**src/attn_macros.svh**
```systemverilog
// Attention datapath widths
`ifndef ATTN_MACROS_SVH
`define ATTN_MACROS_SVH

// Memory bus
`define ADDR_WIDTH 16
`define DATA_WIDTH 32

// Header word splits into rows and columns
`define DIM_WIDTH (`DATA_WIDTH / 2)

// ------------------------------
// Pipeline
// ------------------------------
`define READ_LATENCY 1
`define PIPE_DEPTH (`READ_LATENCY + 2) // Address register, memory, accumulate

`endif

```
**src/attn_ctrl_pkg.sv**
```systemverilog
// Sequencer control encodings
`default_nettype none

package attn_ctrl_pkg;

	// Matrix being computed, in issue order
	typedef enum logic [1:0] {
		PH_Q,
		PH_K,
		PH_V,
		PH_S
	} phase_t;

	typedef enum logic [2:0] {
		ST_IDLE,   // Waiting for dut_valid
		ST_HEADER, // Dimension read and capture
		ST_RUN,    // One product term per cycle
		ST_DRAIN,  // Pipeline flush after a phase
		ST_DONE
	} seq_state_t;

endpackage

`default_nettype wire

```
**src/attn_types_pkg.sv**
```systemverilog
// Datapath vector types
`default_nettype none

`include "attn_macros.svh"

package attn_types_pkg;

	// Memory address
	typedef logic [`ADDR_WIDTH-1:0] addr_t;

	// Memory word, also the accumulator
	typedef logic signed [`DATA_WIDTH-1:0] data_t;

	// Row or column count and loop index
	typedef logic [`DIM_WIDTH-1:0] dim_t;

endpackage

`default_nettype wire

```
**src/oper_if.sv**
```systemverilog
// Operand tag bus
`timescale 1ns/1ps
`default_nettype none

interface oper_if
	import attn_ctrl_pkg::*;
();

	logic   valid;   // Term whose addresses went out this cycle
	logic   first;
	logic   last;
	phase_t phase;
	logic   restart; // First term of a run

	modport agen (
		output valid, first, last, phase, restart
	);

	modport mac (
		input valid, first, last, phase, restart
	);

endinterface

`default_nettype wire

```
**src/seq_if.sv**
```systemverilog
// Sequencer loop bus
`timescale 1ns/1ps
`default_nettype none

interface seq_if
	import attn_types_pkg::*, attn_ctrl_pkg::*;
();

	phase_t phase;
	dim_t   row;
	dim_t   col;
	dim_t   inner; // Position along the dot product

	// Captured dimensions
	dim_t   dim_n;
	dim_t   dim_d;
	dim_t   dim_e;

	logic   issue; // One strobe per product term
	logic   first;
	logic   last;

	modport seq (
		output phase, row, col, inner,
		output dim_n, dim_d, dim_e,
		output issue, first, last
	);

	modport agen (
		input phase, row, col, inner,
		input dim_n, dim_d, dim_e,
		input issue, first, last
	);

endinterface

`default_nettype wire

```
**src/attention_top.sv**
```systemverilog
// Self-attention front end
`timescale 1ns/1ps
`default_nettype none

module attention_top
	import attn_types_pkg::*;
(
	input  wire        clk,
	input  wire        reset_n,
	input  wire        dut_valid,
	output logic       dut_ready,

	// Input memory
	output addr_t      input_read_address,
	input  wire data_t input_read_data,

	// Weight memory
	output addr_t      weight_read_address,
	input  wire data_t weight_read_data,

	// Result memory
	output logic       result_write_enable,
	output addr_t      result_write_address,
	output data_t      result_write_data,
	output addr_t      result_read_address,
	input  wire data_t result_read_data,

	// Scratchpad memory
	output logic       scratchpad_write_enable,
	output addr_t      scratchpad_write_address,
	output data_t      scratchpad_write_data,
	output addr_t      scratchpad_read_address,
	input  wire data_t scratchpad_read_data
);

	logic  wr_en;
	addr_t wr_addr;
	data_t wr_data;

	seq_if  seq_bus ();
	oper_if oper_bus ();

	attn_sequencer u_seq (
		.clk              (clk),
		.reset_n          (reset_n),
		.dut_valid        (dut_valid),
		.dut_ready        (dut_ready),
		.input_read_data  (input_read_data),
		.weight_read_data (weight_read_data),
		.seq              (seq_bus.seq)
	);

	operand_addr_gen u_agen (
		.clk                     (clk),
		.reset_n                 (reset_n),
		.seq                     (seq_bus.agen),
		.oper                    (oper_bus.agen),
		.input_read_address      (input_read_address),
		.weight_read_address     (weight_read_address),
		.result_read_address     (result_read_address),
		.scratchpad_read_address (scratchpad_read_address)
	);

	mac_writeback u_mac (
		.clk                  (clk),
		.reset_n              (reset_n),
		.oper                 (oper_bus.mac),
		.input_read_data      (input_read_data),
		.weight_read_data     (weight_read_data),
		.result_read_data     (result_read_data),
		.scratchpad_read_data (scratchpad_read_data),
		.write_enable         (wr_en),
		.write_address        (wr_addr),
		.write_data           (wr_data)
	);

	// Scratchpad mirrors every result write
	assign result_write_enable      = wr_en;
	assign result_write_address     = wr_addr;
	assign result_write_data        = wr_data;
	assign scratchpad_write_enable  = wr_en;
	assign scratchpad_write_address = wr_addr;
	assign scratchpad_write_data    = wr_data;

endmodule

`default_nettype wire

```
**src/attn_sequencer.sv**
```systemverilog
// Attention loop sequencer
`timescale 1ns/1ps
`default_nettype none

`include "attn_macros.svh"

module attn_sequencer
	import attn_types_pkg::*, attn_ctrl_pkg::*;
(
	input  wire        clk,
	input  wire        reset_n,
	input  wire        dut_valid,
	output logic       dut_ready,
	input  wire data_t input_read_data,
	input  wire data_t weight_read_data,
	seq_if.seq         seq
);

	localparam int DRAIN_W = $clog2(`PIPE_DEPTH + 1);

	seq_state_t         state, state_next;
	logic               ready_r;
	logic               hdr_cnt;   // Header read, then capture
	logic [DRAIN_W-1:0] drain_cnt;
	phase_t             phase;
	dim_t               row, col, inner;
	dim_t               dim_n, dim_d, dim_e;

	dim_t inner_lim, col_lim;
	logic inner_end, col_end, row_end, phase_end, drain_end;

	// Loop limits per phase
	always_comb begin
		if (phase == PH_S) begin
			inner_lim = dim_e;
			col_lim   = dim_n; // S is N by N
		end else begin
			inner_lim = dim_d;
			col_lim   = dim_e;
		end
	end

	assign inner_end = (inner == inner_lim - dim_t'(1));
	assign col_end   = (col == col_lim - dim_t'(1));
	assign row_end   = (row == dim_n - dim_t'(1));
	assign phase_end = inner_end && col_end && row_end;
	assign drain_end = (drain_cnt == DRAIN_W'(`PIPE_DEPTH - 1));

	// ------------------------------
	// FSM
	// ------------------------------
	always_comb begin
		state_next = state;
		case (state)
			ST_IDLE, ST_DONE: begin
				if (dut_valid && ready_r)
					state_next = ST_HEADER;
				else
					state_next = ST_IDLE;
			end
			ST_HEADER: if (hdr_cnt) state_next = ST_RUN;
			ST_RUN:    if (phase_end) state_next = ST_DRAIN;
			ST_DRAIN: begin
				if (drain_end)
					state_next = (phase == PH_S) ? ST_DONE : ST_RUN;
			end
			default: state_next = ST_IDLE;
		endcase
	end

	always_ff @(posedge clk) begin
		if (!reset_n) begin
			state     <= ST_IDLE;
			ready_r   <= 1'b0;
			hdr_cnt   <= 1'b0;
			drain_cnt <= '0;
			phase     <= PH_Q;
			row       <= '0;
			col       <= '0;
			inner     <= '0;
		end else begin
			state   <= state_next;
			ready_r <= (state_next == ST_IDLE) || (state_next == ST_DONE);
			case (state)
				ST_HEADER: hdr_cnt <= ~hdr_cnt;
				ST_RUN: begin
					drain_cnt <= '0;
					// Inner fastest, then column, then row
					if (inner_end) begin
						inner <= '0;
						if (col_end) begin
							col <= '0;
							row <= row_end ? '0 : row + dim_t'(1);
						end else begin
							col <= col + dim_t'(1);
						end
					end else begin
						inner <= inner + dim_t'(1);
					end
				end
				ST_DRAIN: begin
					drain_cnt <= drain_cnt + DRAIN_W'(1);
					if (drain_end)
						phase <= phase_t'(phase + 2'd1);
				end
				default: begin
					hdr_cnt <= 1'b0;
					phase   <= PH_Q;
				end
			endcase
		end
	end

	// Header word 0 holds rows above columns
	always_ff @(posedge clk) begin
		if (state == ST_HEADER && hdr_cnt) begin
			dim_n <= input_read_data[2*`DIM_WIDTH-1:`DIM_WIDTH];
			dim_d <= input_read_data[`DIM_WIDTH-1:0];
			dim_e <= weight_read_data[`DIM_WIDTH-1:0];
		end
	end

	assign dut_ready = ready_r;

	assign seq.phase = phase;
	assign seq.row   = row;
	assign seq.col   = col;
	assign seq.inner = inner;
	assign seq.dim_n = dim_n;
	assign seq.dim_d = dim_d;
	assign seq.dim_e = dim_e;
	assign seq.issue = (state == ST_RUN);
	assign seq.first = (inner == '0);
	assign seq.last  = inner_end;

endmodule

`default_nettype wire

```
**src/mac_writeback.sv**
```systemverilog
// Multiply-accumulate and writeback
`timescale 1ns/1ps
`default_nettype none

`include "attn_macros.svh"

module mac_writeback
	import attn_types_pkg::*, attn_ctrl_pkg::*;
(
	input  wire        clk,
	input  wire        reset_n,
	oper_if.mac        oper,
	input  wire data_t input_read_data,
	input  wire data_t weight_read_data,
	input  wire data_t result_read_data,
	input  wire data_t scratchpad_read_data,
	output logic       write_enable,
	output addr_t      write_address,
	output data_t      write_data
);

	localparam int TAIL = `READ_LATENCY - 1;

	logic [`READ_LATENCY-1:0] valid_q, first_q, last_q, restart_q;
	phase_t phase_q [`READ_LATENCY];
	data_t  op_a, op_b, product, sum, acc;
	addr_t  wr_cnt, base;

	// Tag follows the memory read latency
	always_ff @(posedge clk) begin
		if (!reset_n) begin
			valid_q   <= '0;
			restart_q <= '0;
		end else begin
			valid_q[0]   <= oper.valid;
			restart_q[0] <= oper.restart;
			for (int i = 1; i < `READ_LATENCY; i++) begin
				valid_q[i]   <= valid_q[i-1];
				restart_q[i] <= restart_q[i-1];
			end
		end
	end

	always_ff @(posedge clk) begin
		first_q[0] <= oper.first;
		last_q[0]  <= oper.last;
		phase_q[0] <= oper.phase;
		for (int i = 1; i < `READ_LATENCY; i++) begin
			first_q[i] <= first_q[i-1];
			last_q[i]  <= last_q[i-1];
			phase_q[i] <= phase_q[i-1];
		end
	end

	// Score phase pairs Q from scratchpad with K from result
	always_comb begin
		if (phase_q[TAIL] == PH_S) begin
			op_a = scratchpad_read_data;
			op_b = result_read_data;
		end else begin
			op_a = input_read_data;
			op_b = weight_read_data;
		end
	end

	assign product = op_a * op_b; // Wraps to 32 bits
	assign sum     = (first_q[TAIL] ? data_t'(0) : acc) + product;
	assign base    = restart_q[TAIL] ? addr_t'(0) : wr_cnt;

	always_ff @(posedge clk) begin
		if (valid_q[TAIL])
			acc <= sum;
		if (valid_q[TAIL] && last_q[TAIL]) begin
			write_address <= base;
			write_data    <= sum;
		end
	end

	always_ff @(posedge clk) begin
		if (!reset_n) begin
			write_enable <= 1'b0;
			wr_cnt       <= '0;
		end else begin
			write_enable <= valid_q[TAIL] && last_q[TAIL];
			if (valid_q[TAIL])
				wr_cnt <= last_q[TAIL] ? base + addr_t'(1) : base;
		end
	end

endmodule

`default_nettype wire

```
**src/operand_addr_gen.sv**
```systemverilog
// Operand address generator
`timescale 1ns/1ps
`default_nettype none

module operand_addr_gen
	import attn_types_pkg::*, attn_ctrl_pkg::*;
(
	input  wire   clk,
	input  wire   reset_n,
	seq_if.agen   seq,
	oper_if.agen  oper,
	output addr_t input_read_address,
	output addr_t weight_read_address,
	output addr_t result_read_address,
	output addr_t scratchpad_read_address
);

	addr_t de_size, ne_size;
	addr_t in_addr, wt_addr, sp_addr, rs_addr;
	logic  restart;

	// Matrix sizes in words
	assign de_size = seq.dim_d * seq.dim_e; // One weight matrix
	assign ne_size = seq.dim_n * seq.dim_e; // One projection result

	// ------------------------------
	// Address mapping
	// ------------------------------
	always_comb begin
		in_addr = '0;
		wt_addr = '0;
		sp_addr = '0;
		rs_addr = '0;
		if (seq.issue) begin
			if (seq.phase == PH_S) begin
				sp_addr = seq.row * seq.dim_e + seq.inner;           // Q[row][inner]
				rs_addr = ne_size + seq.col * seq.dim_e + seq.inner; // K[col][inner]
			end else begin
				// Skip header word, weights stacked Wq, Wk, Wv
				in_addr = addr_t'(1) + seq.row * seq.dim_d + seq.inner;
				wt_addr = addr_t'(1) + addr_t'(seq.phase) * de_size
					+ seq.inner * seq.dim_e + seq.col;
			end
		end
	end

	assign restart = seq.issue && (seq.phase == PH_Q) && (seq.row == '0)
		&& (seq.col == '0) && (seq.inner == '0);

	// Addresses and tag leave together
	always_ff @(posedge clk) begin
		if (!reset_n) begin
			input_read_address      <= '0;
			weight_read_address     <= '0;
			result_read_address     <= '0;
			scratchpad_read_address <= '0;
			oper.valid   <= 1'b0;
			oper.first   <= 1'b0;
			oper.last    <= 1'b0;
			oper.phase   <= PH_Q;
			oper.restart <= 1'b0;
		end else begin
			input_read_address      <= in_addr;
			weight_read_address     <= wt_addr;
			result_read_address     <= rs_addr;
			scratchpad_read_address <= sp_addr;
			oper.valid   <= seq.issue;
			oper.first   <= seq.first;
			oper.last    <= seq.last;
			oper.phase   <= seq.phase;
			oper.restart <= restart;
		end
	end

endmodule

`default_nettype wire

```
**config.mk**
```make
export PLATFORM = sky130hd
export DESIGN_NAME = attention_top
export DESIGN_NICKNAME = d
export VERILOG_FILES = /design/src/attn_ctrl_pkg.sv /design/src/attn_types_pkg.sv /design/src/oper_if.sv /design/src/seq_if.sv /design/src/attention_top.sv /design/src/attn_sequencer.sv /design/src/mac_writeback.sv /design/src/operand_addr_gen.sv
export VERILOG_INCLUDE_DIRS = /design/src
export SDC_FILE = /design/constraint.sdc
export NUM_CORES = 2
export LEC_CHECK = 0
export ABC_AREA = 0
export BUFFER_PORTS_ARGS = -buffer_cell sky130_fd_sc_hd__buf_4
export CAP_MARGIN = 0
export CELL_PAD_IN_SITES_DETAIL_PLACEMENT = 0
export CELL_PAD_IN_SITES_GLOBAL_PLACEMENT = 1
export CORE_MARGIN = 2
export CORE_UTILIZATION = 50
export DETAILED_ROUTE_END_ITERATION = 12
export GPL_TIMING_DRIVEN = 0
export PLACE_DENSITY_LB_ADDON = 0.1
export SLEW_MARGIN = 20
export SYNTH_ARGS = -nofsm -noshare
export SYNTH_HDL_FRONTEND = slang
export SYNTH_SLANG_ARGS = --single-unit
```
**constraint.sdc**
```tcl
create_clock -name clk -period 13.1 [get_ports clk]
set_input_delay 0.655 -clock clk [delete_from_list [all_inputs] [get_ports clk]]
set_output_delay 0.655 -clock clk [all_outputs]
set_load 0.005 [all_outputs]
```
# Word level (Yosys, flattened, before mapping)
# Memory sizes are Yosys's and may differ from the RTL's.
# Cells that the tools add are included.
# W data, S select, Z words.
dict set report classes {
  add_sub_neg 18
  mul 8
  eq_ne 12
  mux 20
  bitwise_logic 4
  reduce_logical 25
}
# cell count
set op_table {}
lappend op_table {{$mux W16} 7}
lappend op_table {{$add A16 B16 Y16} 6}
lappend op_table {{$mul A16 B16 Y16} 6}
lappend op_table {{$mux W32} 3}
lappend op_table {{$add A16 B1 Y16 const B} 4}
lappend op_table {{$eq A16 B16 Y1} 3}
lappend op_table {{$logic_not A16 Y1} 3}
lappend op_table {{$sub A16 B1 Y16 const B} 3}
lappend op_table {{$add A1 B16 Y16 const A} 2}
lappend op_table {{$add A32 B32 Y32} 1}
lappend op_table {{$mul A32 B32 Y32} 1}
lappend op_table {{$mul A2 B16 Y16} 1}
lappend op_table {{$mux W3} 4}
lappend op_table {{$pmux W3 S4} 1}
lappend op_table {{$logic_and A1 B1 Y1} 9}
lappend op_table {{$pmux W2 S2} 2}
lappend op_table {{$eq A2 B2 Y1 const B} 3}
lappend op_table {{$eq A3 B2 Y1 const B} 2}
lappend op_table {{$eq A3 B3 Y1 const B} 2}
lappend op_table {{$logic_not A3 Y1} 2}
lappend op_table {{$reduce_and A3 Y1} 2}
lappend op_table {{$reduce_or A2 Y1} 3}
lappend op_table {{$add A2 B1 Y2 const B} 2}
lappend op_table {{$not A1 Y1} 4}
lappend op_table {{10 further kinds} 11}
dict set report totals {
  register_bits 276
  ramBits 2
  input_bits 131
  output_inout_bits 163
  memories 1
}
# memory depth word_bits rd rd_clocked_by_memory_dff wr line_no
set mem_list {}
lappend mem_list {u_mac.phase_q 1 2 1 0 1 mac_writeback.sv:25} ;# phase_t phase_q [`READ_LATENCY];

# Logic depth before layout (Yosys ltp)
dict set report logic_depth {
  word_depth 10
  ltp_mapped 39
  ltp_nobuf 36
}

# Cells and area by module
# From an unflattened synthesis, not the netlist that was laid out.
dict set report unflattened {
  cells_unflattened 6267
  area_unflattened_um2 56601.8
}
# module n_inst cells_each area_per_inst_um2
set modules_own_cells {}
lappend modules_own_cells {operand_addr_gen 1 3271 28381.0}
lappend modules_own_cells {mac_writeback 1 2272 21456.8}
lappend modules_own_cells {attn_sequencer 1 675 6396.1}
lappend modules_own_cells {attention_top 1 49 367.9}

# Worst setup path after synthesis
# Ideal clock, no wire load.
dict set report synth_path {
  path_kind {register to register}
  from {register u_seq.dim_e[3], in the netlist u_seq.seq.dim_e[3]}
  to {register u_agen.weight_read_address[15]}
  arrival_time_ps 9132
  setup_slack_ps 3840
  path_stages_with_launch 36
  n_path_buf 3
  cell_sequence {edfxtp_1 clkbuf_1 clkbuf_1 buf_1 nand2_1 fa_1 fa_1 inv_1 fa_1 fa_1 fa_1 inv_1 fa_1 inv_1 ha_1 or3_1 o21ai_0 a21oi_1 xor2_1 and2_1 ha_1 inv_1 fa_1 fa_1 fa_1 fa_1 fa_1 xor2_1 xnor2_1 xnor2_1 xnor2_1 xnor2_1 xnor2_1 xnor2_1 xnor2_1 nor2_1}
}
dict set report synth_via {
  elab_chain_cells 5
  elab_cells_between_ends 6
  cone_classes {add/sub: 3; mul: 3}
}
# item line_no
set synth_rtl {}
lappend synth_rtl {{start: declaration} attn_sequencer.sv:27} ;# dim_t dim_n, dim_d, dim_e;
lappend synth_rtl {{start signal: assignment} attn_sequencer.sv:119} ;# dim_e <= weight_read_data[`DIM_WIDTH-1:0];
lappend synth_rtl {{$mul A16 B16 Y16} operand_addr_gen.sv:23} ;# assign de_size = seq.dim_d * seq.dim_e;
lappend synth_rtl {{$mul A2 B16 Y16} operand_addr_gen.sv:41} ;# wt_addr = addr_t'(1) + addr_t'(seq.phase) * de_size
lappend synth_rtl {{$add A1 B16 Y16} operand_addr_gen.sv:41}
lappend synth_rtl {{$add A16 B16 Y16 * (2 in series)} operand_addr_gen.sv:42} ;# + seq.inner * seq.dim_e + seq.col;
lappend synth_rtl {{end signal: assignment} operand_addr_gen.sv:64} ;# weight_read_address <= wt_addr;
lappend synth_rtl {{end: declaration} operand_addr_gen.sv:13} ;# output addr_t weight_read_address,
# Every way passes the cells marked *; elsewhere a longest branch is shown, timed or not.
# A chain may end at the register's enable or synchronous reset.

# Final worst setup path
dict set report layout_path {
  from {register u_seq.dim_e[4], in the netlist u_seq.seq.dim_e[4]}
  to {register u_agen.weight_read_address[15]}
}
# Same word-level chain as after synthesis.

==> results.md <==
• **outcome** finished clean
• **Fin Setup TNS** 0 ps
• **filler instances** 10.56k
• **minimum setup slack after placement** 1074 ps
• **kind of cell adding the most delay to the critical path** adder cells
• **total gr overflow** 0
• **port buffer count** 293
• **EDFF count, synth** 128
• **signed area change from the synthesized netlist to the final layout** 10.16%
• **maximum resistive drop on vdd** 2.036 mV
• **type of the worst setup path** reg2reg
• **final worst-path cycle share** 0.9379
• **buffer count from post-CTS setup fixing** 0
• **largest driver fanout on the critical path** 10
• **fin crit period** 12290 ps
• **Total Die Area** 114600 um2
• **unrepaired setup endpoints after global routing** no
• **pin count of the biggest net entering global routing** 40
• **arrival time at the worst endpoint** 12780 ps
• **ratio of total power to cell area** 244.3 nW/um2
• **Detailed Place HPWL** 173500 um
• **worst slew margin relative to its limit** 0.1657
• **drt first pass iters** 6
• **Std-Cell Rows** 122
• **Critical-path top delay cell** sky130_fd_sc_hd__buf_1
• **total internal power** 7454 uW
• **kind of path behind the tightest hold check** in2reg
• **antenna violations before repair** 14
• **number of nets in the layout** 8309
• **global-route wire length before repair** 310200 um
• **max-cap viol count** 0
• **total power** 15060 uW
• **Max Clock Skew** 23.32 ps
• **count of pins over their slew limit** 0
• **register clock-pin slew on the reported worst setup and hold paths** 60 ps
• **dominant cell type by count on the critical path** sky130_fd_sc_hd__fa_1
• **CP Capture Type** flop
• **overall die width** 338.6 um
• **cell at the root of the clock tree** sky130_fd_sc_hd__clkbuf_16
• **mapped cell area** 55970 um2
• **height of the chip** 338.6 um
• **switching power** 7607 uW
• **Max H-tree Level** 2
• **Starting Density** 0.5051
• **dominant register cell in the synthesized netlist** sky130_fd_sc_hd__dfxtp_1
• **part of the Yosys area used for sequential elements** 0.1223
• **Detailed Route WL** 211300 um
• **total number of yosys warnings** 0
• **area of the multi-input gates** 42760 um2
• **I/O pin cnt** 294
• **Lkg Pwr** 0.02991 uW
• **Sw Ratio** 0.5051
• **area of the placeable core** 110800 um2
• **maximum number of buffers from clock root to sink** 3
• **TritonCTS clock tree** done
• **number of instances in the synthesized netlist** 6322
• **Final Hold Vio Count** 0
• **number of distinct standard cells referenced by the synthesized netlist** 74
• **number of setup violations in the final report** 0
• **routability congestion estimate** 1.045
• **Post-Synthesis Mean Instance Area** 8.854 um2
• **vias in the first global route** 46.37k
• **DRC violation total after the first TritonRoute iteration** 3589
• **number of resized instances in the post-cts repair step** 0
• **clock latency on the worst-skew pair** 650 ps
• **min setup slack post-route** 813.4 ps
• **worst stage delay on the critical path** 900 ps
• **buffers and inverters on the worst path** 8
• **combinational power share** 0.788
• **drt via density** 5.404
• **total clock buffers created by CTS** 39
• **post-synthesis sequential element count** 278
• **sequential fraction of design power** 0.133
• **total routing resource utilization after global routing** 0.3733
• **fraction of layout instances using a drive strength above 1** 0.07080
• **Vias** 44.28k
• **register cell area after layout** 6848 um2
• **WP data required** 13600 ps
• **count of unresolved DRC violations after routing** 0
• **wire per inst** 25.78 um
• **number of nets in the synthesized netlist** 7967
• **CTS sink cnt** 278
• **async set-reset flop share out of synthesis** 0
• **quantity of hold-fixing buffers added after cts** 0
• **clock network fraction of design power** 0.079
• **post-route ant nets** 0
• **Highest Clock Rate** 0.08139 GHz
• **Worst setup SP type** flop
• **slew at the pin with the worst max-slew slack** 1217 ps
==> cells by family (layout without fill, tap and decap cells) <==
logic type | Yosys count | count (layout) | share of synthesized area
mux | 67 | 67 | 0.01205
xor+xnor | 440 | 440 | 0.06910
other cells | 0 | 12 | 0
buf+inv | 1649 | 2022 | 0.1147
simple gates | 2107 | 2107 | 0.1753
compound gates | 267 | 267 | 0.03060
fa+ha+maj | 1514 | 1514 | 0.4759
flops | 278 | 278 | 0.1223
==> cell type report <==
class / instances / area share
flip-flops and latches: 278 / 0.1111
plain buffers: 365 / 0.02614
clock buffers: 52 / 0.01818
clock inverters: 20 / 0.004566
multi-input cells: 4395 / 0.6936
inverters: 1284 / 0.07817
repair buffers: 301 / 0.03764
well taps: 1488 / 0.03020
diodes: 12 / 0.0004870
==> worst register-to-register path, delay by kind of cell (launching register included) <==
kind            cells  cell delay, ps
flops               1             440
buf+inv             8            2730
simple gates        6             690
xor+xnor            3             820
fa+ha+maj          14            6370
compound gates      3            1120
==> stage by stage <==
step,cells,util,hold slack (ps),instance area [um2]
4_1_cts,8183,0.5561,161.8,61630
3_3_place_gp,8103,0.5417,312.9,60030
2_1_floorplan,6322,-,309.6,55970
6_report,8195,0.5564,206.1,61660
5_1_grt,8187,0.5562,186.9,61640
3_5_place_dp,8111,0.5434,316.4,60220
==> power by group through the flow <==
stage	logic [uW]	registers, uW	clock network (uW)
after floorplan	8200	2060	0
after global placement	11600	2030	0
after detailed placement	11600	2030	0
after CTS	11800	2010	1210
after global routing	13100	2000	1230
final	11900	2010	1180
==> sequential cells by signal (all words and copies together), names as in the netlist, 2 cells and up <==
name,flops
u_seq.seq.dim_n,16
u_mac.phase_q,2
u_mac.write_address,16
u_agen.weight_read_address,16
u_seq.seq.phase,2
u_seq.seq.row,16
u_seq.seq.dim_e,16
u_agen.result_read_address,16
u_seq.seq.col,16
u_mac.wr_cnt,16
u_seq.state,3
u_agen.input_read_address,16
u_seq.seq.dim_d,16
u_mac.write_data,32
u_seq.seq.inner,16
u_agen.scratchpad_read_address,16
u_mac.acc,32
u_agen.oper.phase,2
u_seq.drain_cnt,2
==> path summary, 6_finish.rpt <==
kind | from | to | slack, ps | cells after the start
hold / removal | input_read_data[16] | u_seq.seq.dim_n[0] | 210 | 1
hold reg to reg | u_agen.oper.phase[0] | u_mac.phase_q[0][0] | 310 | 0
setup / recovery | u_seq.seq.dim_e[4] | u_agen.weight_read_address[15] | 810 | 34
setup reg to reg | u_seq.seq.dim_e[4] | u_agen.weight_read_address[15] | 810 | 34
==> cells in the mapped netlist (all sizes together) (27+ instances only) <==
master | n | share of area
a21oi | 68 | 0.0061
xnor2 | 314 | 0.049
o21ai | 64 | 0.0057
mux2i | 67 | 0.012
nor3 | 67 | 0.0061
xor2 | 125 | 0.020
buf | 91 | 0.010
and3 | 36 | 0.0040
nand3 | 49 | 0.0044
nor2b | 84 | 0.0094
dfxtp | 150 | 0.054
clkbuf | 274 | 0.018
edfxtp | 128 | 0.069
and2 | 402 | 0.045
fa | 1025 | 0.37
nand2b | 27 | 0.0030
ha | 489 | 0.11
nand2 | 1092 | 0.073
inv | 1284 | 0.086
nor2 | 255 | 0.017
==> per-layer routing <==
layer,share of wire,track usage
met1,0.38,0.4524
met2,0.46,0.6029
met3,0.078,0.06629
met4,0.088,0.2659
met5,0.00022,0
==> placed cells by master, fill, tap and decap left out, drive strengths merged, types with 13 or more instances in the layout <==
master / instances
ha: 489
nand3: 49
clkinv: 14
a21o: 17
nor2: 255
nand2b: 27
dfxtp: 150
edfxtp: 128
o21ai: 64
clkbuf: 326
buf: 392
mux2i: 67
a21oi: 68
and2: 402
nor4: 16
and3: 36
o21a: 13
inv: 1286
xnor2: 314
nor3b: 17
nand4: 15
a31oi: 21
nor2b: 84
xor2: 125
nand2: 1092
nor3: 67
fa: 1025
a21boi: 18
or3: 15
Power figures use the tool's default switching activity.
